## src/cache_geom_pkg.sv

```systemverilog
// geometry is fixed at 32 KB, 4 ways and 64-byte lines; the address fields below depend on it
package cache_geom_pkg;

  localparam int num_sets = 128;
  localparam int num_ways = 4;
  localparam int line_bytes = 64;
  // one beat per 64-bit doubleword
  localparam int beats_per_line = line_bytes / 8;

  typedef logic [6:0] set_t;
  // address bits 31 to 13
  typedef logic [18:0] tag_t;
  typedef logic [1:0] way_t;
  typedef logic [2:0] beat_t;
  typedef logic [63:0] dword_t;
  // doubleword address, bits 31 to 3
  typedef logic [28:0] l2_addr_t;
  // {set, way, beat}
  typedef logic [11:0] darray_addr_t;
  typedef logic [7:0] byte_sel_t;
  // tree pseudo-LRU state of one set
  typedef logic [2:0] lru_t;

endpackage

```

## src/l2_arbiter.sv

```systemverilog
// refill wins ties; a new owner is granted only in a cycle where the bus cyc is low
`timescale 1ns/1ps

module l2_arbiter (
  input  logic                      clk,
  input  logic                      rst,
  input  logic                      rf_cyc,
  input  logic                      rf_stb,
  input  cache_geom_pkg::l2_addr_t  rf_adr,
  output logic                      rf_ack,
  output cache_geom_pkg::dword_t    rf_dat_r,
  input  logic                      sb_cyc,
  input  logic                      sb_stb,
  input  logic                      sb_we,
  input  cache_geom_pkg::l2_addr_t  sb_adr,
  input  cache_geom_pkg::byte_sel_t sb_sel,
  input  cache_geom_pkg::dword_t    sb_dat,
  output logic                      sb_ack,
  output logic                      l2_cyc,
  output logic                      l2_stb,
  output logic                      l2_we,
  output cache_geom_pkg::l2_addr_t  l2_adr,
  output cache_geom_pkg::byte_sel_t l2_sel,
  output cache_geom_pkg::dword_t    l2_dat_w,
  input  cache_geom_pkg::dword_t    l2_dat_r,
  input  logic                      l2_ack
);

  typedef enum logic [1:0] {own_none, own_refill, own_store} owner_e;

  owner_e owner;

  always_ff @(posedge clk) begin
    if (rst) begin
      owner <= own_none;
    end else begin
      case (owner)
        own_none: begin
          if (rf_cyc) begin
            owner <= own_refill;
          end else if (sb_cyc) begin
            owner <= own_store;
          end
        end
        own_refill: begin
          if (!rf_cyc) begin
            owner <= own_none;
          end
        end
        default: begin
          if (!sb_cyc) begin
            owner <= own_none;
          end
        end
      endcase
    end
  end

  always_comb begin
    l2_cyc = 1'b0;
    l2_stb = 1'b0;
    l2_we = 1'b0;
    l2_adr = rf_adr;
    l2_sel = '1;
    // only the store side ever writes
    l2_dat_w = sb_dat;
    case (owner)
      own_refill: begin
        l2_cyc = rf_cyc;
        l2_stb = rf_stb;
      end
      own_store: begin
        l2_cyc = sb_cyc;
        l2_stb = sb_stb;
        l2_we = sb_we;
        l2_adr = sb_adr;
        l2_sel = sb_sel;
      end
      default: begin
        l2_cyc = 1'b0;
      end
    endcase
  end

  assign rf_ack = (owner == own_refill) && l2_ack;
  assign sb_ack = (owner == own_store) && l2_ack;
  assign rf_dat_r = l2_dat_r;

endmodule

```

## config.mk

```make
export PLATFORM = sky130hd
export DESIGN_NAME = l2_arbiter
export DESIGN_NICKNAME = d
export VERILOG_FILES = /design/src/cache_geom_pkg.sv /design/src/l2_arbiter.sv
export SDC_FILE = /design/constraint.sdc
export NUM_CORES = 1
export LEC_CHECK = 0
export ABC_AREA = 1
export ABC_CLOCK_PERIOD_IN_PS = 4100
export BUFFER_PORTS_ARGS = -buffer_cell sky130_fd_sc_hd__buf_2
export CAP_MARGIN = 0
export CORE_AREA = 2 2 144 146
export DETAILED_ROUTE_END_ITERATION = 10
export DIE_AREA = 0 0 146 148
export SETUP_SLACK_MARGIN = 0.4
export SYNTH_ARGS = -nofsm -noshare
export SYNTH_HDL_FRONTEND = slang
export SYNTH_SLANG_ARGS = --single-unit
export TNS_END_PERCENT = 100
```

## constraint.sdc

```tcl
create_clock -name clk -period 4.1 [get_ports clk]
set_input_delay 0.82 -clock clk [delete_from_list [all_inputs] [get_ports clk]]
set_output_delay 0.82 -clock clk [all_outputs]
set_load 0.05 [all_outputs]
```

==> summary.md <==
| Metric | Value |
|---|---|
| Status | finished, final reports clean |
| Netlist cell types | 12 |
| Pwr/cell area | 343 nW/um^2 |
| Final Skew | 0.000701 ns |
| Buffers on Ports | 115 |
| Most area-consuming cells after synthesis | buf_4 (60%), nand2_1 (25%), inv_1 (3.8%) |
| Largest Register | owner |
| Most common cell after layout, fill and taps aside | buf_2 |
| RSZ-0062 raised after global routing | false |
| Max rail drop VDD | 0.229 mV |
| Reg clk slew, reported paths | 0.03 ns |
| Worst slack at placement | 1.57 ns |
| CP top delay family | buffers and inverters |
| Final WL | 6.89 mm |
| Crit end category | primary output |
| Max FFs per register | 2 |
| Hold WC Path Type | flop to flop |
| Root buffer cell | clkbuf_16 |
| Worst Setup Start Kind | flop |
| Vias in the first global route | 1,387 |
| Biggest regs | owner: 2 flops |
| CTS buffer count | 3 |
| Vias/cell | 2.69 |
| Post-cts resize count | 0 |
| Synth Area in Simple Gates | 0.259 |
| Crit path buffers/inverters | 3 |
| Initial antenna violation count | 0 |
| CP most frequent cell | nand2_1 |
| Post-route minimum period | 2.65 ns |
| Compound-Gate Fraction of Synth Area | 0.0172 |
| H-tree depth | 1 |
| Non-filler cells in the finished layout | 527 |
| Slowest stage cell on the critical path | inv_2 |
| Sequential area share after synthesis | 0.0251 |
| Slew margin rel. | 0.601 |
| Critical path cell sequence | inv_1 -> ha_2 -> inv_2 -> nand2_1 -> nand2_1 -> buf_2 |
| Global route overflow | 0 |
| Layout cells sized above 1 | 0.471 |
| Kind of critical path | flop to primary output |
| Via count | 1,418 |
| Post-Synthesis Cells | 273 |
| Routed WL per cell | 13.1 microns |
| Syn nets | 479 |
| Detailed placement HPWL | 5.87 mm |
| Post-CTS setup buffers | 0 |
| Top cell type's share of synthesized area | 0.601 |
| First-pass GRT wire length | 8.91 mm |
| Drc violations | 0 |
| Final Hold Fails | 0 |
| Worst path required time | 3.28 ns |
| Worst EP arrival | 1.83 ns |
| Placed Cells | 524 |
| Cell Area, Synth | 1600 sq um |
| IO Count | 372 |
| Core Region | 20,000 sq um |
| Commonest non-fill, non-tap cells in the layout | buf_2 (115), nand2_1 (107), inv_1 (16), a21oi_1 (4) |
| Layout area overhead | -0.235% |
| 1st-pass router iterations | 4 |
| Pin slew with the least headroom to its limit | 0.599 ns |
| Clock sinks | 2 |
| Final nets | 465 |
| Post-synthesis mux area share | 0 |
| Row count | 52 |
| Ant. Diodes | 0 |
| Synth Area in Adders | 0.0313 |
| Initial Utilization | 0.0797 |
| Crit path largest cell delay | 0.42 ns |
| CTS tree | yes |
| Leakage | 0.916 nW |
| Crit path setup slack, layout | 1.45 ns |
| Clk_lat worst skew | 0.22 ns |
| Routability cong. | 0.608 |
| Die area | 21,600 sq um |
| Final ANT Viol Nets | 0 |
| Post-synth top area cell | buf_4 |
| Worst Path Max Fanout | 29 |
| Area share of xor/xnor cells in the synthesized design | 0 |
| Gr usage total | 0.0574 |
| Largest net degree at the start of global routing | 31 |
| Synthesis warning total | 0 |
| Finish-stage setup viols | 0 |
| Syn avg cell area | 5.85 sq um |
| Die X | 146 microns |
| Fin. max-slew vios | 0 |
| FMAX | 378 MHz |
| Setup_tns | 0 ns |
| Period utilization | 0.645 |
| Bufs on Longest Clock Path | 2 |
| Largest family of logic cells by synthesized area | buffers and inverters |
| CTS Hold Bufs | 0 |
| #FFs+latches synth | 2 |
| Die height | 148 microns |
| Max-Cap Viols | 0 |
| Fillers | 2,409 |
| Drt first-iter violations | 32 |
[layout make-up]
cell class	instances	area, sq um	area share
timing repair buffer	116	583	0.366
multi-input combinational	119	494	0.310
tap	270	338	0.212
clock buffer	3	75.1	0.0471
inverter	17	63.8	0.0400
sequential	2	40.0	0.0251
[power by group]
part / switching [mW] / internal [mW]
Clock: 0.0212 / 0.124
Combinational: 0.287 / 0.0902
Sequential: 0.00244 / 0.0223
Total: 0.311 / 0.237
[final timing paths]
| check | start | to | slack (ns) | depth (start not counted) |
|---|---|---|---|---|
| max | owner[0]$_SDFFE_PP0P_ | l2_adr[11] | 1.45 | 6 |
| min | owner[0]$_SDFFE_PP0P_ | owner[0]$_SDFFE_PP0P_ | 0.49 | 2 |
| max reg2reg | owner[1]$_SDFFE_PP0P_ | owner[0]$_SDFFE_PP0P_ | 2.87 | 7 |
| min reg2reg | owner[0]$_SDFFE_PP0P_ | owner[0]$_SDFFE_PP0P_ | 0.49 | 2 |
[cells in the mapped netlist]
library cell	number
buf_6	1
inv_1	16
buf_2	6
nand3_1	1
a21oi_1	4
nor2_1	2
ha_1	4
inv_2	1
buf_4	128
o21bai_1	1
nand2_1	107
dfxtp_1	2
[cells by family (layout without fill, tap and decap cells)]
family | after synthesis | count (layout)
buffers and inverters | 152 | 136
DFF | 2 | 2
AOI/OAI and AO/OA | 5 | 5
and+or+nand+nor | 110 | 110
adders and majority gates | 4 | 4
[worst min-delay path: cells and delay by family (launching register included)]
family | cells | cell delay [ns]
simple gates | 1 | 0.06
compound gates | 1 | 0.06
flops | 1 | 0.31
[per-layer routing]
metal,part of all wire,global-route usage
met4,0.084,0.0471
met2,0.42,0.0880
met3,0.25,0.0590
met1,0.24,0.0400
met5,0,0.0114
[per-stage QoR]
| stage | hold slack, ns | total power, mW | utilization | area [sq um] |
|---|---|---|---|---|
| final | 0.486 | 0.547 | 0.0795 | 1590 |
| after global routing | 0.520 | 0.586 | 0.0795 | 1590 |
| after CTS | 0.486 | 0.559 | 0.0795 | 1590 |
| after detailed placement | 0.483 | 0.409 | 0.0758 | 1520 |
| after global placement | 0.478 | 0.407 | 0.0758 | 1520 |
| after floorplan | 0.450 | 0.638 | - | 1600 |
Power figures use the tool's default switching activity.
