File: src/cache_geom_pkg.sv
// geometry is fixed at 32 KB, 4 ways and 64-byte lines; the address fields below depend on it
package cache_geom_pkg;

  localparam int num_sets = 128;
  localparam int num_ways = 4;
  localparam int line_bytes = 64;
  // one beat per 64-bit doubleword
  localparam int beats_per_line = line_bytes / 8;

  typedef logic [6:0] set_t;
  // address bits 31 to 13
  typedef logic [18:0] tag_t;
  typedef logic [1:0] way_t;
  typedef logic [2:0] beat_t;
  typedef logic [63:0] dword_t;
  // doubleword address, bits 31 to 3
  typedef logic [28:0] l2_addr_t;
  // {set, way, beat}
  typedef logic [11:0] darray_addr_t;
  typedef logic [7:0] byte_sel_t;
  // tree pseudo-LRU state of one set
  typedef logic [2:0] lru_t;

endpackage

File: src/refill_engine.sv
// one line at a time, beats in address order from beat 0; start is ignored while busy
`timescale 1ns/1ps

module refill_engine (
  input  logic                         clk,
  input  logic                         rst,
  input  logic                         start,
  input  logic [25:0]                  line,
  input  cache_geom_pkg::way_t         way,
  output logic                         cyc,
  output logic                         stb,
  output cache_geom_pkg::l2_addr_t     adr,
  input  logic                         ack,
  input  cache_geom_pkg::dword_t       dat_r,
  output logic                         done,
  output logic                         fill_wen,
  output cache_geom_pkg::darray_addr_t fill_idx,
  output cache_geom_pkg::dword_t       fill_dat,
  output logic                         fill_valid,
  output cache_geom_pkg::set_t         fill_set,
  output cache_geom_pkg::tag_t         fill_tag
);

  import cache_geom_pkg::*;

  logic        active;
  beat_t       beat;
  logic [25:0] line_q;
  way_t        way_q;
  logic        last;

  // cyc stays up across all beats
  assign cyc = active;
  assign stb = active;
  assign adr = {line_q, beat};
  assign last = beat == beat_t'(beats_per_line - 1);

  assign fill_wen = active && ack;
  assign fill_idx = {fill_set, way_q, beat};
  assign fill_dat = dat_r;
  // tag goes in with the last beat
  assign fill_valid = fill_wen && last;
  assign fill_set = line_q[6:0];
  assign fill_tag = line_q[25:7];

  always_ff @(posedge clk) begin
    if (rst) begin
      active <= 1'b0;
      beat <= '0;
      done <= 1'b0;
    end else begin
      done <= fill_valid;
      if (start && !active) begin
        active <= 1'b1;
        beat <= '0;
      end else if (fill_wen) begin
        beat <= beat + 1'b1;
        if (last) begin
          active <= 1'b0;
        end
      end
    end
  end

  always_ff @(posedge clk) begin
    if (start && !active) begin
      line_q <= line;
      way_q <= way;
    end
  end

endmodule

File: config.mk
export PLATFORM = sky130hd
export DESIGN_NAME = refill_engine
export DESIGN_NICKNAME = d
export VERILOG_FILES = /design/src/cache_geom_pkg.sv /design/src/refill_engine.sv
export SDC_FILE = /design/constraint.sdc
export NUM_CORES = 1
export LEC_CHECK = 0
export BUFFER_PORTS_ARGS = -buffer_cell sky130_fd_sc_hd__buf_2
export CAP_MARGIN = 10
export CORE_AREA = 4 4 89 91
export CTS_CLUSTER_DIAMETER = 200
export DETAILED_ROUTE_END_ITERATION = 6
export DIE_AREA = 0 0 93 95
export PLACE_DENSITY_LB_ADDON = 0.05
export SETUP_SLACK_MARGIN = 0.5
export SLEW_MARGIN = 20
export SYNTH_ARGS = -nofsm -noshare
export SYNTH_HDL_FRONTEND = slang
export SYNTH_SLANG_ARGS = --single-unit
File: constraint.sdc
create_clock -name clk -period 2.3 [get_ports clk]
set_input_delay 0.115 -clock clk [delete_from_list [all_inputs] [get_ports clk]]
set_output_delay 0.115 -clock clk [all_outputs]
set_load 0.05 [all_outputs]
==> results of run 1 <==
==> power by group through the flow <==
stage,Clock [mW],Sequential (mW),Combinational (mW)
2_1_floorplan,0,0.823,0.504
3_3_place_gp,0,0.719,0.363
3_5_place_dp,0,0.721,0.360
4_1_cts,0.422,0.708,0.364
5_1_grt,0.447,0.712,0.378
6_report,0.391,0.707,0.363
==> layer usage <==
layer  part of all wire, %  GRT usage (%)  up-vias
li1                      -              -      427
met1                    33           7.44      447
met2                    47           12.4      115
met3                    17           5.10       27
met4                   3.1           4.40        0
met5                     0              0        -
==> worst register-to-register path: stages, from the launching register on <==
cell,delay [ps]
dfxtp_1,450
nor2_4,340
buf_4,340
==> synthesized netlist by cell type <==
| cell | n |
|---|---|
| a21oi_1 | 2 |
| nor2b_1 | 1 |
| mux2i_1 | 2 |
| buf_4 | 101 |
| inv_1 | 1 |
| ha_1 | 2 |
| and2_4 | 1 |
| nor3_1 | 1 |
| dfxtp_1 | 5 |
| edfxtp_1 | 28 |
| nor2_1 | 3 |
| buf_6 | 1 |
| a211oi_2 | 2 |
| a22oi_1 | 1 |
| and3_2 | 1 |
| xnor2_1 | 1 |
==> layout make-up <==
cell class	count	share of cell area, %
flip-flops and latches	33	50.3
repair buffers	110	31.2
multi-input cells	17	7.63
well taps	99	6.62
clock buffers	6	3.88
clock inverters	1	0.201
inverters	1	0.201
==> layout by cell type, fill, tap and decap left out <==
master,netlist,routed
nor3_1,1,1
clkbuf_1,0,1
buf_4,101,1
buf_2,0,103
and3_2,1,1
inv_1,1,1
edfxtp_1,28,28
mux2i_1,2,2
a21oi_1,2,2
dfxtp_1,5,5
a211oi_2,2,2
and2_4,1,1
nor2_4,0,1
clkinv_1,0,1
nor2_1,3,2
xnor2_1,1,1
ha_1,2,2
nor2b_1,1,1
a22oi_1,1,1
dlygate4sd3_1,0,6
clkbuf_8,0,5
==> sequential cells by signal (all words and copies together), names as in the netlist <==
register / flops
beat: 3
done: 1
way_q: 2
line_q: 26
cyc: 1
==> cell families after synthesis <==
group | count (synthesis)
xor gates and xnor gates | 1
AOI/OAI and AO/OA | 5
buffers and inverters | 103
and+or+nand+nor | 7
DFF | 33
muxes | 2
adders and majority gates | 2
==> timing repair <==
item | 4_1_cts | 5_1_grt
hold buffers | 3 | 3
endpoints found under the setup margin | 0 | 0
setup buffers | 0 | 0
hold endpoints to repair | 3 | 3
==> how the worst min path moves through the flow <==
stage / from / end / slack [ps] / depth (start not counted)
floorplan: rst / beat[0] / 180 / 1
global placement: dat_r[18] / fill_dat[18] / 230 / 0
detailed placement: dat_r[18] / fill_dat[18] / 230 / 0
CTS: way[0] / way_q[0] / 2 / 1
global route: line[12] / line_q[12] / 2 / 1
finish: line[19] / line_q[19] / 20 / 1
==> metrics, run 1 <==
Final Cycle Share 69.9%; PortBufs about 100; CTS Buf Count 5; final hold violation count 0; WHS about 16 ps; Non-Filler Instances 267; Post-DP HPWL 3020 um; PostCTS Resize Cnt 0; r2r startpoint cyc; Max VDD drop 0.180 mV; starting DRC count in detailed routing 18; mux contribution to synthesized area 1.08%; family with the most delay on the worst path flip-flops; Leakage 0.861 nW; via count approximately 1,000; Die Wd 93 um; CTS Root Buffer Type clkbuf_8; capture point of the worst path fill_valid; Net Sw Power 0.493 mW; Sum Neg Setup Slack 0 ps; Final #Nets 266; simple-gate share of the synthesized area 2.10%; Worst Setup End Kind output port; FP Rows 31; syn avg cell area 12.1 um2; Comb power frac between 20% and 30%; slew of the pin with the lowest slew margin between 400 and 500 ps; syn_nets 251; fin worst setup slack roughly 700 ps; post-layout min period ~1600 ps; worst skew pair latency 270 ps; Crit Path Class register to output port; sequential power share 48.4%; CORE AREA a little over 0.007 mm2; Slew Limit Fails 0; # Max-Cap Violations 0; mapped cell area 0.00185 mm2; Synth area leader edfxtp_1; DIE AREA 0.00884 mm2; post-route design area 0.00187 mm2; first-pass GRT wire length 5270 um; ant diodes 0; share of layout cells above drive strength 1 67.9%; clock skew 1.90 ps; Initial Utilization 25.9%; register area share after synthesis about 51%; CP peak stage delay about 400 ps; H-tree Lvls 2; clock sink count 33; worst hold path type input pin to register; pin count of the biggest net entering global routing 20; vias in the first global route 1,040; startpoint types register; share of the synthesized area in the top cell type 45.5%; layout overhead on the synthesized area 1.15%; Total Power 1.46 mW; CTS max path bufs 2; reg2reg end line_q[19]; Int Pwr 0.969 mW; Yosys cell types 16; Top Ports 232; CP arrival 1490 ps; pre-CTS setup slack between 800 and 900 ps; XOR/XNOR share of the synthesized area less than 1%; total placed cells including tap cells roughly 250; Crit-path slowest cell dfxtp_1; Final Setup Violations 0; drc violations 0; fmax 622 MHz; Synth Area in Adders 1.35%; Layout fillers 790; Switching Share 33.7%; dpl cell area 0.00173 mm2; Synth Area in Compound Gates ~2.3%; post-DR vias/cell 3.81; CP Max Fanout 5; Post-DRT Antenna Nets 0; DRT Wirelength 3730 um; Critical Path Source beat[0]; Total Routing Usage GR 7.71%; wire per inst 14.0 um; clock-pin slew on the worst setup and hold paths 60 ps; cells on worst reg2reg path 2; largest family of logic cells by synthesized area buffers and inverters; flop2flop setup slack roughly 860 ps; CP bufs+invs 1; clock power share 26.8%; final core occ 26.2%; Power Density 781 mW/mm2; GPL Wtd Cong approximately 0.65; CP Depth 4; initial antenna violation count 0; Yosys Warn Count 0; CTS tree done; RSZ-0062 raised after global routing no; Critical Path RT 2180 ps; cell mode on critical path ha_1; status completed; first drt pass iteration count 3; total gr overflow 0; area occupied by multi-input gates roughly 140 um2; FF/Latch Area about 940 um2; cell count after synthesis 153; Slew HR 69.4%; CP Cell Sequence ha_1 -> ha_1 -> and3_2 -> buf_2; Synth area leaders edfxtp_1, buf_4, dfxtp_1, a211oi_2, ha_1; Die H 95 um; synthesized flop and latch total 33
Note: power is estimated with default switching activity, not from simulation.
==> run 2: changes to the inputs <==
--- a/config.mk
+++ b/config.mk
@@ -7,10 +7,10 @@
 export LEC_CHECK = 0
 export BUFFER_PORTS_ARGS = -buffer_cell sky130_fd_sc_hd__buf_2
 export CAP_MARGIN = 10
-export CORE_AREA = 4 4 89 91
+export CORE_AREA = 4 4 88 90
 export CTS_CLUSTER_DIAMETER = 200
 export DETAILED_ROUTE_END_ITERATION = 6
-export DIE_AREA = 0 0 93 95
+export DIE_AREA = 0 0 92 94
 export PLACE_DENSITY_LB_ADDON = 0.05
 export SETUP_SLACK_MARGIN = 0.5
 export SLEW_MARGIN = 20
==> constraint.sdc (replaced) <==
create_clock -name clk -period 1.3 [get_ports clk]
set_input_delay 0.065 -clock clk [delete_from_list [all_inputs] [get_ports clk]]
set_output_delay 0.065 -clock clk [all_outputs]
set_load 0.05 [all_outputs]
==> run 2 against run 1 <==
The flow now finishes with violations (negative setup slack); sequential power is 80% higher; clock power is 82% higher; critical path type unchanged; non-clock buffer count is 38 higher; cell area is 53% higher; combinational power grew to 2.6 times the previous value; register-to-register slack worse by 850 ps; cell count is 15% higher; sequential share of layout area is 17 points lower; largest cell class is now non-clock buffers; first-iteration DRC count is 39% lower; via count is 14% higher; global-route usage is 2.3 points higher.
==> metrics, run 2 (synthesized netlist as in run 1, its figures left out) <==
first drt pass iteration count 4 (+1); Net Sw Power 0.948 mW (+92%); Leakage 1.22 nW (+42%); first-pass GRT wire length 6740 um (+28%); RSZ-0062 raised after global routing yes; Top Ports 232 (unchanged); leading cell type in the layout, fill and taps excluded buf_6; pin count of the biggest net entering global routing 15 (-25%); worst skew pair latency 270 ps (about the same); wire per inst 15.2 um (+8.9%); dpl cell area 0.00181 mm2 (+4.4%); PortBufs 103 (unchanged); Slew HR 88.2% (+19 points); Initial Utilization 26.2% (+0.28 points); cell mode on critical path ha_4; clock power share 24.2% (-2.6 points); Total Routing Usage GR 9.99% (+2.3 points); clock skew 2.44 ps (+0.542 ps); Int Pwr 1.99 mW (+110%); largest registers line_q: 26 flops, beat: 3 flops, way_q: 2 flops; failing checks negative setup slack; Slew Limit Fails 0 (unchanged); Crit Path Class register to output port; Top reg by flops line_q; final hold violation count 0 (unchanged); share of layout cells above drive strength 1 67.1% (-0.71 points); CP arrival 1240 ps (-250 ps); vias in the first global route 1,316 (+27%); Comb power frac 32.6% (+7.7 points); Switching Share 32.2% (-1.5 points); startpoint types register; Die H 94 um (-1.1%); sequential power share 43.2% (-5.2 points); Die Wd 92 um (-1.1%); CTS max path bufs 2 (unchanged); Sum Neg Setup Slack -2.71 ps (-2.71 ps); Post-DRT Antenna Nets 0 (unchanged); CORE AREA 0.00706 mm2 (-1.1%); most frequent cells in the layout buf_6, buf_2, dlygate4sd3_1, edfxtp_1, buf_8; CTS tree done; CTS Root Buffer Type clkbuf_8; Non-Filler Instances 306 (+15%); clock-pin slew on the worst setup and hold paths 60 ps (about the same); CP Max Fanout 2 (-3); post-DR vias/cell 3.80 (-0.21%); Final Setup Violations 1 (+1); max reg flops 26 (unchanged); FP Rows 31 (unchanged); starting DRC count in detailed routing 11 (-7); DIE AREA 0.00865 mm2 (-2.1%); Final Cycle Share 100%; Worst Setup End Kind output port; post-route design area 0.00287 mm2 (+53%); H-tree Lvls 2 (unchanged); CP peak stage delay 350 ps (-60 ps); total gr overflow 0 (unchanged); # Max-Cap Violations 0 (unchanged); Layout fillers 673 (-15%); via count 1,162 (+14%); CP Cell Sequence ha_4 -> ha_4 -> and3_4 -> buf_8; CTS Buf Count 5 (unchanged); fin worst setup slack -2.71 ps (-694 ps); initial antenna violation count 0 (unchanged); status complete, but fails checks; drc violations 0 (unchanged); fmax 768 MHz; Crit-path slowest cell dfxtp_4; Max VDD drop 0.496 mV (+180%); worst hold path type input pin to register; layout overhead on the synthesized area 54.9%; post-layout min period 1300 ps; final core occ 40.6% (+14 points); total placed cells including tap cells 255 (+0.39%); Final #Nets 304 (+14%); Critical Path RT 1240 ps (-940 ps); clock sink count 33 (unchanged); DRT Wirelength 4650 um (+25%); Post-DP HPWL 3350 um (+11%); pre-CTS setup slack 182 ps (-648 ps); ant diodes 0 (unchanged); slew of the pin with the lowest slew margin 172 ps (-287 ps); GPL Wtd Cong 0.673 (+4.0%); Power Density 1030 mW/mm2 (+31%)
==> run 2: per-stage QoR <==
| stage | power, mW | hold slack, ps |
|---|---|---|
| after floorplan | 2.39 | 120 |
| after CTS | 2.96 | 28.0 |
| after global routing | 3.07 | 56.9 |
| after detailed placement | 1.93 | 130 |
| final | 2.94 | 59.0 |
| after global placement | 1.93 | 130 |
==> run 2: layout make-up <==
cell class / instances / area [um2] / share of cell area (%)
well taps: 99 / 124 / 4.32
inverters: 1 / 3.75 / 0.131
flip-flops and latches: 33 / 957 / 33.4
repair buffers: 148 / 1510 / 52.8
clock buffers: 7 / 76.3 / 2.66
multi-input cells: 17 / 188 / 6.55
clock inverters: 1 / 3.75 / 0.131
==> run 2: power groups by stage <==
stage | registers [mW] | logic, mW | clock network, mW
floorplan | 1.47 | 0.926 | 0
global route | 1.28 | 0.992 | 0.798
global placement | 1.27 | 0.657 | 0
finish | 1.27 | 0.958 | 0.712
CTS | 1.27 | 0.939 | 0.745
detailed placement | 1.27 | 0.653 | 0
==> run 2: final timing paths <==
check | to | from | depth (start not counted) | slack (ps)
worst max-delay path | fill_valid | beat[1] | 4 | -3
worst min-delay path | cyc | rst | 2 | 60
worst max register to register | beat[1] | beat[1] | 7 | 10
worst min register to register | beat[2] | beat[2] | 2 | 560
==> run 2: repair_timing <==
| action | in CTS | in global routing |
|---|---|---|
| gates resized for setup | 164 | 2 |
| hold buffers | 28 | 0 |
| endpoints found under the setup margin | 104 | 105 |
| setup buffers | 11 | 2 |
| pin swaps | 1 | 3 |
| gates cloned | 1 | 1 |
| hold endpoints to repair | 28 | 0 |
==> run 2: per-layer routing <==
metal,track usage (%),wire (um)
met5,0,0
met4,5.69,202
met3,5.77,566
met2,18.4,2670
met1,8.27,1220
==> run 2: critical path: cells and delay by family, from the launching register on <==
family	cells	cell delay [ps]
flops	1	350
fa+ha+maj	2	300
simple gates	1	170
buf+inv	1	140
