===== src/cache_geom_pkg.sv =====
// geometry is fixed at 32 KB, 4 ways and 64-byte lines; the address fields below depend on it
package cache_geom_pkg;

  localparam int num_sets = 128;
  localparam int num_ways = 4;
  localparam int line_bytes = 64;
  // one beat per 64-bit doubleword
  localparam int beats_per_line = line_bytes / 8;

  typedef logic [6:0] set_t;
  // address bits 31 to 13
  typedef logic [18:0] tag_t;
  typedef logic [1:0] way_t;
  typedef logic [2:0] beat_t;
  typedef logic [63:0] dword_t;
  // doubleword address, bits 31 to 3
  typedef logic [28:0] l2_addr_t;
  // {set, way, beat}
  typedef logic [11:0] darray_addr_t;
  typedef logic [7:0] byte_sel_t;
  // tree pseudo-LRU state of one set
  typedef logic [2:0] lru_t;

endpackage


===== src/store_buffer.sv =====
// single entry; a push while busy would overwrite the pending store
`timescale 1ns/1ps

module store_buffer (
  input  logic                      clk,
  input  logic                      rst,
  input  logic                      push,
  input  cache_geom_pkg::l2_addr_t  adr,
  input  cache_geom_pkg::byte_sel_t sel,
  input  cache_geom_pkg::dword_t    dat,
  output logic                      busy,
  output logic                      cyc,
  output logic                      stb,
  output logic                      we,
  output cache_geom_pkg::l2_addr_t  adr_o,
  output cache_geom_pkg::byte_sel_t sel_o,
  output cache_geom_pkg::dword_t    dat_o,
  input  logic                      ack
);

  logic full;

  assign busy = full;
  assign cyc = full;
  assign stb = full;
  assign we = full;

  always_ff @(posedge clk) begin
    if (rst) begin
      full <= 1'b0;
    end else if (push) begin
      full <= 1'b1;
    end else if (ack) begin
      full <= 1'b0;
    end
  end

  // entry stays stable on the bus until acked
  always_ff @(posedge clk) begin
    if (push) begin
      adr_o <= adr;
      sel_o <= sel;
      dat_o <= dat;
    end
  end

endmodule


===== config.mk =====
export PLATFORM = sky130hd
export DESIGN_NAME = store_buffer
export DESIGN_NICKNAME = d
export VERILOG_FILES = /design/src/cache_geom_pkg.sv /design/src/store_buffer.sv
export SDC_FILE = /design/constraint.sdc
export NUM_CORES = 1
export LEC_CHECK = 0
export BUFFER_PORTS_ARGS = -buffer_cell sky130_fd_sc_hd__buf_2
export CORE_ASPECT_RATIO = 0.5
export CORE_MARGIN = 2
export CORE_UTILIZATION = 37
export DETAILED_ROUTE_END_ITERATION = 7
export GPL_ROUTABILITY_DRIVEN = 0
export PLACE_DENSITY = 0.75
export SYNTH_ARGS = -nofsm -noshare
export SYNTH_HDL_FRONTEND = slang
export SYNTH_SLANG_ARGS = --single-unit

===== constraint.sdc =====
create_clock -name clk -period 0.8 [get_ports clk]
set_clock_uncertainty 0.2 [all_clocks]
set_input_delay 0.08 -clock clk [delete_from_list [all_inputs] [get_ports clk]]
set_output_delay 0.08 -clock clk [all_outputs]
set_load 0.02 [all_outputs]

==> results of run 1 <==
==> routing by layer <==
layer | global-route usage, % | up-vias | routed length (um)
met5 | 0 | - | 0
met4 | 5.85 | 0 | 125
met3 | 5.56 | 10 | 322
met2 | 30.2 | 58 | 4770
met1 | 16.7 | 951 | 2670
li1 | - | 870 | -
==> cells by family (layout without fill, tap and decap cells) <==
| logic type | Yosys count | after routing | synth area share [%] |
|---|---|---|---|
| AOI/OAI and AO/OA | 1 | 1 | 0.283 |
| buffers and inverters | 4 | 229 | 0.849 |
| DFF | 102 | 102 | 98.7 |
| and+or+nand+nor | 1 | 1 | 0.202 |
==> state kept, by name (all words and copies together) (netlist names) <==
| signal | cells |
|---|---|
| sel_o | 8 |
| adr_o | 29 |
| dat_o | 64 |
| busy | 1 |
==> worst register-to-register path, cell delays in order (launching register included) <==
cell,delay [ps]
dfxtp_4,390
nand2b_4,60
a21oi_2,100
==> repair_timing <==
item	in CTS	in global routing
setup endpoints to repair	105	106
gates resized for setup	74	107
hold endpoints to repair	102	102
==> layout make-up <==
| cell class | count | area [um2] |
|---|---|---|
| clock inverters | 7 | 88.8 |
| fillers | 600 | 2860 |
| multi-input cells | 2 | 22.5 |
| clock buffers | 9 | 225 |
| inverters | 1 | 3.75 |
| repair buffers | 212 | 1660 |
| flip-flops and latches | 102 | 3060 |
| well taps | 112 | 140 |
==> per-stage QoR <==
stage          hold slack, ps  cell area [um2]  setup TNS, ps  total power (W)  instances
6_report                 -283             5200         -36040           0.0128        445
5_1_grt                  -304             5200         -40320           0.0133        445
4_1_cts                  -295             4860         -37350           0.0126        445
3_5_place_dp             39.6             4300         -20940          0.00793        428
3_3_place_gp             32.2             4300         -18240          0.00789        428
2_1_floorplan           -66.7             3100          -10.1          0.00716        108
==> power by group through the flow <==
stage / clock network (W) / registers (W) / logic (W)
detailed placement: 0 / 0.00656 / 0.00137
CTS: 0.00461 / 0.00649 / 0.00154
global route: 0.00483 / 0.00658 / 0.00185
finish: 0.00451 / 0.00655 / 0.00178
global placement: 0 / 0.00655 / 0.00134
floorplan: 0 / 0.00712 / 0.0000321
==> placed cells by master, fill, tap and decap left out, types with 2 or more instances in the layout <==
master,instances
buf_6,90
buf_12,2
buf_2,118
clkinv_1,2
clkbuf_16,9
bufinv_16,2
edfxtp_1,101
==> worst paths after layout <==
| path | startpoint | endpoint |
|---|---|---|
| worst max-delay path | adr_o[15] | adr_o[15] |
| worst max register to register | busy | busy |
| worst min-delay path | sel[7] | sel_o[7] |
| worst min register to register | busy | busy |
==> metrics.md, run 1 <==
| Metric | Value |
|---|---|
| Status | complete, but fails checks |
| Failing checks | hold timing, setup timing |
| ANT nets after route | 0 |
| WL per Instance | 17.7 um |
| Final Max Slew Viols | 0 |
| Synth top area share | 98.0% |
| Post-synthesis sequential area ratio | 98.7% |
| Core Area | 8060 um2 |
| Least-Margin Pin Slew | 279 ps |
| Worst-path fanout max | 1 |
| RSZ-0062 raised after global routing | true |
| Max VDD drop | 1.35 mV |
| Largest net degree at the start of global routing | 52 |
| Cells along the critical path | buf_6 |
| Vias in the first global route | 1868 |
| CTS tree | done |
| Crit path kind | flop to output port |
| Sequential power share | 51.0% |
| Initial DRC count | 139 |
| Worst-Skew Late Latency | 330 ps |
| Antenna violations before repair | 0 |
| Initial core utilization | 38.4% |
| Slowest cell on the critical path | edfxtp_1 |
| Worst path depth | 1 |
| Top post-synthesis cells by area | edfxtp_1 98%, buf_4 0.73%, dfxtp_1 0.65% |
| Via count | 1889 |
| Comb pwr share | 13.9% |
| Worst Hold Depth | 1 |
| Via/cell ratio | 4.24 |
| Bufs and invs on worst path | 1 |
| Cell count after synthesis | 108 |
| Residual DRC | 0 |
| Num CTS Buffers | 9 |
| Syn_nets | 213 |
| Synthesis Warnings | 0 |
| Fin nets | 433 |
| Cell Int Power | 0.00995 W |
| Async S/R FF share, synth | 0% |
| Min Hold Slack | -283 ps |
| Crit path time final | 1190 ps |
| Clock share of power | 35.1% |
| Power density over the cells | 2470 nW/um2 |
| Post-place setup slack | -208 ps |
| Hold buffers post-CTS | 1 |
| CP Launch Type | flop |
| Port-buffer cells | 209 |
| Setup Viol. Count Final | 106 |
| Die Area | 9150 um2 |
| Synth top cells by count | 101 x edfxtp_1, 3 x buf_4 |
| FF+latch count, synth | 102 |
| Main synth FF type | edfxtp_1 |
| Post-synth top area cell | edfxtp_1 |
| Worst Path Arrival | 910 ps |
| First-pass GRT wire length | 10200 um |
| EDFF count, synth | 101 |
| Grt total ovfl | 0 |
| H-tree Lvls | 3 |
| Cell Rows | 23 |
| WL final | 7880 um |
| Hold Fails Final Rpt | 102 |
| Share of cells above drive strength 1 | 68.5% |
| CTS sink cnt | 102 |
| R2R Setup Slk | -10 ps |
| Hold crit path type | input pin to flop |
| Avg Inst Size Synth | 28.7 um2 |
| Synthesized area | 3090 um2 |
| Final Worst Setup Slack | -395 ps |
| Total GRT Usage | 15.8% |
| Sw frac | 22.5% |
| Area growth, synth to finish | 68.0% |
| Period utilisation layout | 149% |
| Fin util | 64.5% |
| Clock tree buffer depth | 2 |
| IO Count | 210 |
| Die Ht | 68.7 um |
| NetSw | 0.00289 W |
| Max incr delay on CP | 420 ps |
| Post-CTS Setup Bufs | 0 |
| Fmax | 0.837 GHz |
| CP top delay family | flip-flops |
| Leakage | 2.20 nW |
| Die span in x | 133 um |
| Worst-path clk slew | 70 ps |
| Cells on worst reg2reg path | 2 |
| Root buf cell | clkbuf_16 |
| Max Cap Violations | 0 |
| Slew HR | 81.4% |
| CP Capture Type | output port |
| DRT Pass-1 Iters | 4 |
| Unique masters post-synth | 6 |
| Most numerous cell in the Yosys netlist | edfxtp_1 |
| ANT cells | 0 |
| Worst EP required | 520 ps |
Power figures use the tool's default switching activity.
==> run 2: changes to the inputs <==
ABC_AREA = 1   (was default)
==> metrics.md, run 2 <==
| Metric | Value |
|---|---|
| Status | complete, but fails checks |
| Failing checks | hold timing, setup timing |
| Initial core utilization | 38.4% (about the same) |
| Worst-path clk slew | 70 ps (about the same) |
| Via/cell ratio | 4.29 (+1.0%) |
| WL final | 7680 um (-2.6%) |
| Die Ht | 68.7 um (about the same) |
| Via count | 1921 (+1.7%) |
| Most frequent cells in the layout | 126 x buf_2, 101 x edfxtp_1, 82 x buf_6, 9 x clkbuf_16, 4 x clkinv_2 |
| Hold Path Origin | adr[3] |
| ANT nets after route | 0 (unchanged) |
| Synthesis Warnings | 0 (unchanged) |
| Syn_nets | 214 (+0.47%) |
| Total GRT Usage | 15.2% (-0.58 points) |
| Post-synthesis sequential area ratio | 98.6% (about the same) |
| Max reg flops | 64 (unchanged) |
| Synth top cells by count | 101 x edfxtp_1, 3 x buf_4, 2 x inv_1 |
| FF-to-FF Start | busy |
| Leakage | 2.19 nW (-0.48%) |
| Hold Fails Final Rpt | 102 (unchanged) |
| Largest net degree at the start of global routing | 47 (-9.6%) |
| Area growth, synth to finish | 66.1% |
| Die Area | 9160 um2 (about the same) |
| DRT Pass-1 Iters | 4 (unchanged) |
| Async S/R FF share, synth | 0% (unchanged) |
| WHS Endpoint | adr_o[3] |
| DP Wirelength | 5630 um |
| Max VDD drop | 1.03 mV (-23%) |
| ANT cells | 0 (unchanged) |
| Num CTS Buffers | 9 (unchanged) |
| Min Hold Slack | -283 ps (+0.131 ps) |
| Max incr delay on CP | 420 ps (about the same) |
| Sw frac | 23.0% (+0.47 points) |
| Biggest regs | dat_o: 64 flops, adr_o: 29 flops, sel_o: 8 flops |
| Synth top area share | 98.0% (about the same) |
| Vias in the first global route | 1929 (+3.3%) |
| Most numerous cell in the Yosys netlist | edfxtp_1 |
| Hold crit path type | input pin to flop |
| Synthesized area | 3100 um2 (about the same) |
| Bufs and invs on worst path | 1 (unchanged) |
| Worst EP required | 520 ps (about the same) |
| Initial DRC count | 139 (unchanged) |
| Fill cell count | 587 (-2.2%) |
| Clock share of power | 33.5% (-1.6 points) |
| Cells along the critical path | buf_6 |
| Worst path depth | 1 (unchanged) |
| FF+latch count, synth | 102 (unchanged) |
| Post-place setup slack | -194 ps (+13.9 ps) |
| Main synth FF type | edfxtp_1 |
| Setup Viol. Count Final | 106 (unchanged) |
| Least-Margin Pin Slew | 246 ps (-33.0 ps) |
| Core Area | 8060 um2 (unchanged) |
| Unique masters post-synth | 6 (unchanged) |
| EDFF count, synth | 101 (unchanged) |
| RSZ-0062 raised after global routing | true |
| Total power | 0.0125 W (-2.9%) |
| Port-buffer cells | 209 (unchanged) |
| Placed cells | 430 (+0.47%) |
| CP Capture Type | output port |
| Antenna violations before repair | 0 (unchanged) |
| Residual DRC | 0 (unchanged) |
| Crit path kind | flop to output port |
| Cell Rows | 23 (unchanged) |
| Max Cap Violations | 0 (unchanged) |
| Sequential power share | 52.5% (+1.5 points) |
| Grt total ovfl | 0 (unchanged) |
| Share of cells above drive strength 1 | 69.0% (+0.58 points) |
| CP top delay family | flip-flops |
| Critical R2R Capture | busy |
| Met2 routed WL | 4590 um (-3.7%) |
| Layout Cells excl Fill | 448 (+0.67%) |
| Worst-path fanout max | 1 (unchanged) |
| Met3 routed WL | 295 um (-8.4%) |
| Slowest cell on the critical path | edfxtp_1 |
| WL per Instance | 17.1 um (-3.3%) |
| CTS tree | done |
| Fin nets | 436 (+0.69%) |
| NetSw | 0.00286 W (-0.94%) |
| Comb pwr share | 14.1% (+0.2 points) |
| Cell count after synthesis | 109 (+0.93%) |
| Avg Inst Size Synth | 28.4 um2 (-0.88%) |
| Fmax | 0.844 GHz (+0.87%) |
| Cells on worst reg2reg path | 3 (+1) |
| H-tree Lvls | 3 (unchanged) |
| Worst Path Arrival | 900 ps (about the same) |
| Top Metal Used | met4 |
| Root buf cell | clkbuf_16 |
| CTS sink cnt | 102 (unchanged) |
| Final Max Slew Viols | 0 (unchanged) |
| Post-synth top area cell | edfxtp_1 |
| First-pass GRT wire length | 9880 um (-3.2%) |
| Hold buffers post-CTS | 1 (unchanged) |
| IO Count | 210 (unchanged) |
| CP Launch Type | flop |
| Worst Hold Depth | 1 (unchanged) |
| Most flop-heavy register | dat_o |
| Power density over the cells | 2420 nW/um2 (-1.9%) |
| Final Worst Setup Slack | -384 ps (+10.3 ps) |
| R2R Setup Slk | -90 ps (-80 ps) |
| Worst-Skew Late Latency | 330 ps (about the same) |
| Die span in x | 133 um (about the same) |
| Crit path time final | 1180 ps (-10.3 ps) |
| Commonest non-fill, non-tap cell in the layout | buf_2 |
| Period utilisation layout | 148% (-1.3 points) |
| Slew HR | 83.6% (+2.2 points) |
| Met1 Wirelength | 2590 um (-2.9%) |
| Cell Int Power | 0.00960 W (-3.5%) |
| Clock tree buffer depth | 2 (unchanged) |
| Top post-synthesis cells by area | edfxtp_1 98%, buf_4 0.73%, dfxtp_1 0.65% |
[run 2: cell count changes after synthesis, sizes merged]
cell / delta
nand2b: -1
nand2: +1
inv: +1
[run 2: layer usage]
layer / up-vias / GRT usage [%]
met5: - / 0
met4: 0 / 8.51
met3: 18 / 4.68
met2: 66 / 29.1
met1: 960 / 15.4
li1: 877 / -
[run 2: area by class of cell]
| cell class | count | area [um2] | area share [%] |
|---|---|---|---|
| repair buffers | 214 | 1630 | 31.6 |
| clock inverters | 7 | 65.1 | 1.27 |
| clock buffers | 9 | 225 | 4.38 |
| multi-input cells | 2 | 20.0 | 0.389 |
| well taps | 112 | 140 | 2.73 |
| flip-flops and latches | 102 | 3060 | 59.5 |
| inverters | 2 | 7.51 | 0.146 |
[run 2: per-stage QoR]
stage                     util (%)  TNS [ps]  hold slack [ps]  cell area [um2]
final                         63.8    -36130             -283             5140
after global routing          63.8    -39660             -299             5140
after detailed placement      53.6    -18520             35.5             4320
after global placement        53.6    -16620             35.7             4320
after floorplan                  -     -11.6            -66.7             3100
after CTS                     60.6    -37510             -296             4880
[run 2: cell families after synthesis]
| family | after synthesis | share of synthesized area (%) |
|---|---|---|
| flip-flops | 102 | 98.6 |
| buffers and inverters | 5 | 0.970 |
| AND/OR/NAND/NOR | 1 | 0.121 |
| AO/OA/AOI/OAI | 1 | 0.283 |
[run 2: timing repair]
item                                    CTS  global route
setup buffers                             1             0
pin swaps                                 1             0
gates resized for setup                  82            83
hold endpoints to repair                102           102
endpoints found under the setup margin  105           106
[run 2: worst max-delay path by stage]
| stage | end | slack, ps | from |
|---|---|---|---|
| global route | dat_o[37] | -420 | dat_o[37] |
| floorplan | cyc | -4 | busy |
| global placement | dat_o[33] | -180 | push |
| CTS | dat_o[37] | -400 | dat_o[37] |
| detailed placement | sel_o[7] | -190 | push |
| finish | adr_o[28] | -380 | adr_o[28] |
[run 2: power groups by stage]
| stage | sequential, W | combinational, W | clock (W) |
|---|---|---|---|
| 2_1_floorplan | 0.00712 | 0.0000332 | 0 |
| 3_3_place_gp | 0.00654 | 0.00135 | 0 |
| 3_5_place_dp | 0.00656 | 0.00138 | 0 |
| 4_1_cts | 0.00649 | 0.00157 | 0.00425 |
| 5_1_grt | 0.00657 | 0.00182 | 0.00449 |
| 6_report | 0.00654 | 0.00175 | 0.00417 |
==> run 3: changes to the inputs <==
SKIP_CTS_REPAIR_TIMING = 1   (was default)
==> metrics.md, run 3 (synthesis results as in run 2) <==
| Metric | Value |
|---|---|
| Status | complete, but fails checks |
| Failing checks | hold timing, setup timing |
| Setup Viol. Count Final | 106 (unchanged) |
| Core Area | 8060 um2 (unchanged) |
| Power density over the cells | 2440 nW/um2 (+0.87%) |
| Final Worst Setup Slack | -396 ps (-12.0 ps) |
| Initial DRC count | 130 (-6.5%) |
| Die span in x | 133 um (unchanged) |
| Area growth, synth to finish | 64.1% |
| Fmax | 0.836 GHz (-1.0%) |
| Die Ht | 68.7 um (unchanged) |
| Most frequent cells in the layout | 133 x buf_2, 101 x edfxtp_1, 74 x buf_6, 9 x clkbuf_16, 4 x clkinv_2 |
| Crit path kind | flop to output port |
| First-pass GRT wire length | 9560 um (-3.3%) |
| DRT Pass-1 Iters | 4 (unchanged) |
| Hold crit path type | input pin to flop |
| CTS tree | done |
| Fill cell count | 604 (+2.9%) |
| Setup TNS | -36020 ps (+103 ps) |
| Max VDD drop | 1.03 mV (about the same) |
| ANT cells | 0 (unchanged) |
| Cell Rows | 23 (unchanged) |
| Port-buffer cells | 209 (unchanged) |
| Bufs and invs on worst path | 1 (unchanged) |
| Worst-Skew Late Latency | 330 ps (about the same) |
| ANT nets after route | 0 (unchanged) |
| Total GRT Usage | 14.6% (-0.61 points) |
| IO Count | 210 (unchanged) |
| CP Capture Type | output port |
| Antenna violations before repair | 0 (unchanged) |
| RSZ-0062 raised after global routing | true |
| Num CTS Buffers | 9 (unchanged) |
| Share of cells above drive strength 1 | 69.0% (-0.092 points) |
| Least-Margin Pin Slew | 244 ps (-1.11 ps) |
| Max Cap Violations | 0 (unchanged) |
| Initial core utilization | 38.4% (unchanged) |
| Via/cell ratio | 4.29 (+0.12%) |
| Worst-path clk slew | 70 ps (about the same) |
| CTS sink cnt | 102 (unchanged) |
| CP top delay family | flip-flops |
| Max incr delay on CP | 420 ps (about the same) |
| Most flop-heavy register | dat_o |
| Die Area | 9160 um2 (unchanged) |
| Crit path time final | 1200 ps (+12.0 ps) |
| CP Launch Type | flop |
| Post-place setup slack | -194 ps (unchanged) |
| Largest net degree at the start of global routing | 47 (unchanged) |
| Reg area | 3060 um2 (unchanged) |
| Grt total ovfl | 0 (unchanged) |
| Hold Fails Final Rpt | 102 (unchanged) |
| Fin nets | 435 (-0.23%) |
| Worst EP required | 520 ps (about the same) |
| WL per Instance | 17.2 um (+0.25%) |
| Multi-input gate area | 15.0 um2 (-25%) |
| Total power | 0.0124 W (-0.31%) |
| Slew HR | 83.7% (about the same) |
| Biggest regs | dat_o: 64 flops, adr_o: 29 flops, sel_o: 8 flops |
| H-tree Lvls | 3 (unchanged) |
| Final Max Slew Viols | 0 (unchanged) |
| Commonest non-fill, non-tap cell in the layout | buf_2 |
| Cells along the critical path | buf_6 |
| WL final | 7680 um (about the same) |
| Fin util | 63.1% (-0.75 points) |
| Clock tree buffer depth | 2 (unchanged) |
| Worst-path fanout max | 1 (unchanged) |
| Vias in the first global route | 1884 (-2.3%) |
| Root buf cell | clkbuf_16 |
| Worst Path Arrival | 920 ps (+20 ps) |
| Leakage | 2.16 nW (-1.2%) |
| DP Wirelength | 5630 um (unchanged) |
| Via count | 1919 (-0.10%) |
| Slowest cell on the critical path | edfxtp_1 |
| Period utilisation layout | 150% (+1.5 points) |
| Residual DRC | 0 (unchanged) |
| Min Hold Slack | -284 ps (-1.05 ps) |
| Max reg flops | 64 (unchanged) |
## run 3: worst reg2reg max path, delay by kind of cell, from the launching register on
family | cells | cell delay [ps]
flops | 1 | 390
compound gates | 1 | 100
simple gates | 1 | 60
## run 3: area by class of cell
cell class	instances	share of cell area, %
Clock inverter	7	1.28
Timing Repair Buffer	213	30.9
Clock buffer	9	4.43
Tap cell	112	2.76
Multi-Input combinational cell	2	0.295
Sequential cell	102	60.2
Inverter	2	0.148
## run 3: power breakdown
part | internal (W) | switching [W] | leakage, nW
Combinational | 0.000812 | 0.000899 | 1.02
Clock | 0.00240 | 0.00178 | 0.141
Sequential | 0.00635 | 0.000179 | 0.997
## run 3: metal layers
layer	up-vias	wire, um	part of all wire (%)	GRT usage, %
met4	0	171	2.2	8.11
li1	876	-	-	-
met1	964	2660	35	15.1
met5	-	0	0	0
met2	63	4550	59	27.4
met3	16	295	3.8	4.75
## run 3: through the flow
step           instances  cell area, um2
6_report             447            5080
5_1_grt              447            5080
4_1_cts              446            4610
3_5_place_dp         430            4320
3_3_place_gp         430            4320
2_1_floorplan        109            3100
## run 3: worst paths after layout
path / slack [ps] / from / end / cells after the start
max: -400 / sel_o[5] / sel_o[5] / 1
min: -280 / adr[3] / adr_o[3] / 1
max reg2reg: -10 / busy / busy / 2
min reg2reg: 310 / busy / busy / 2
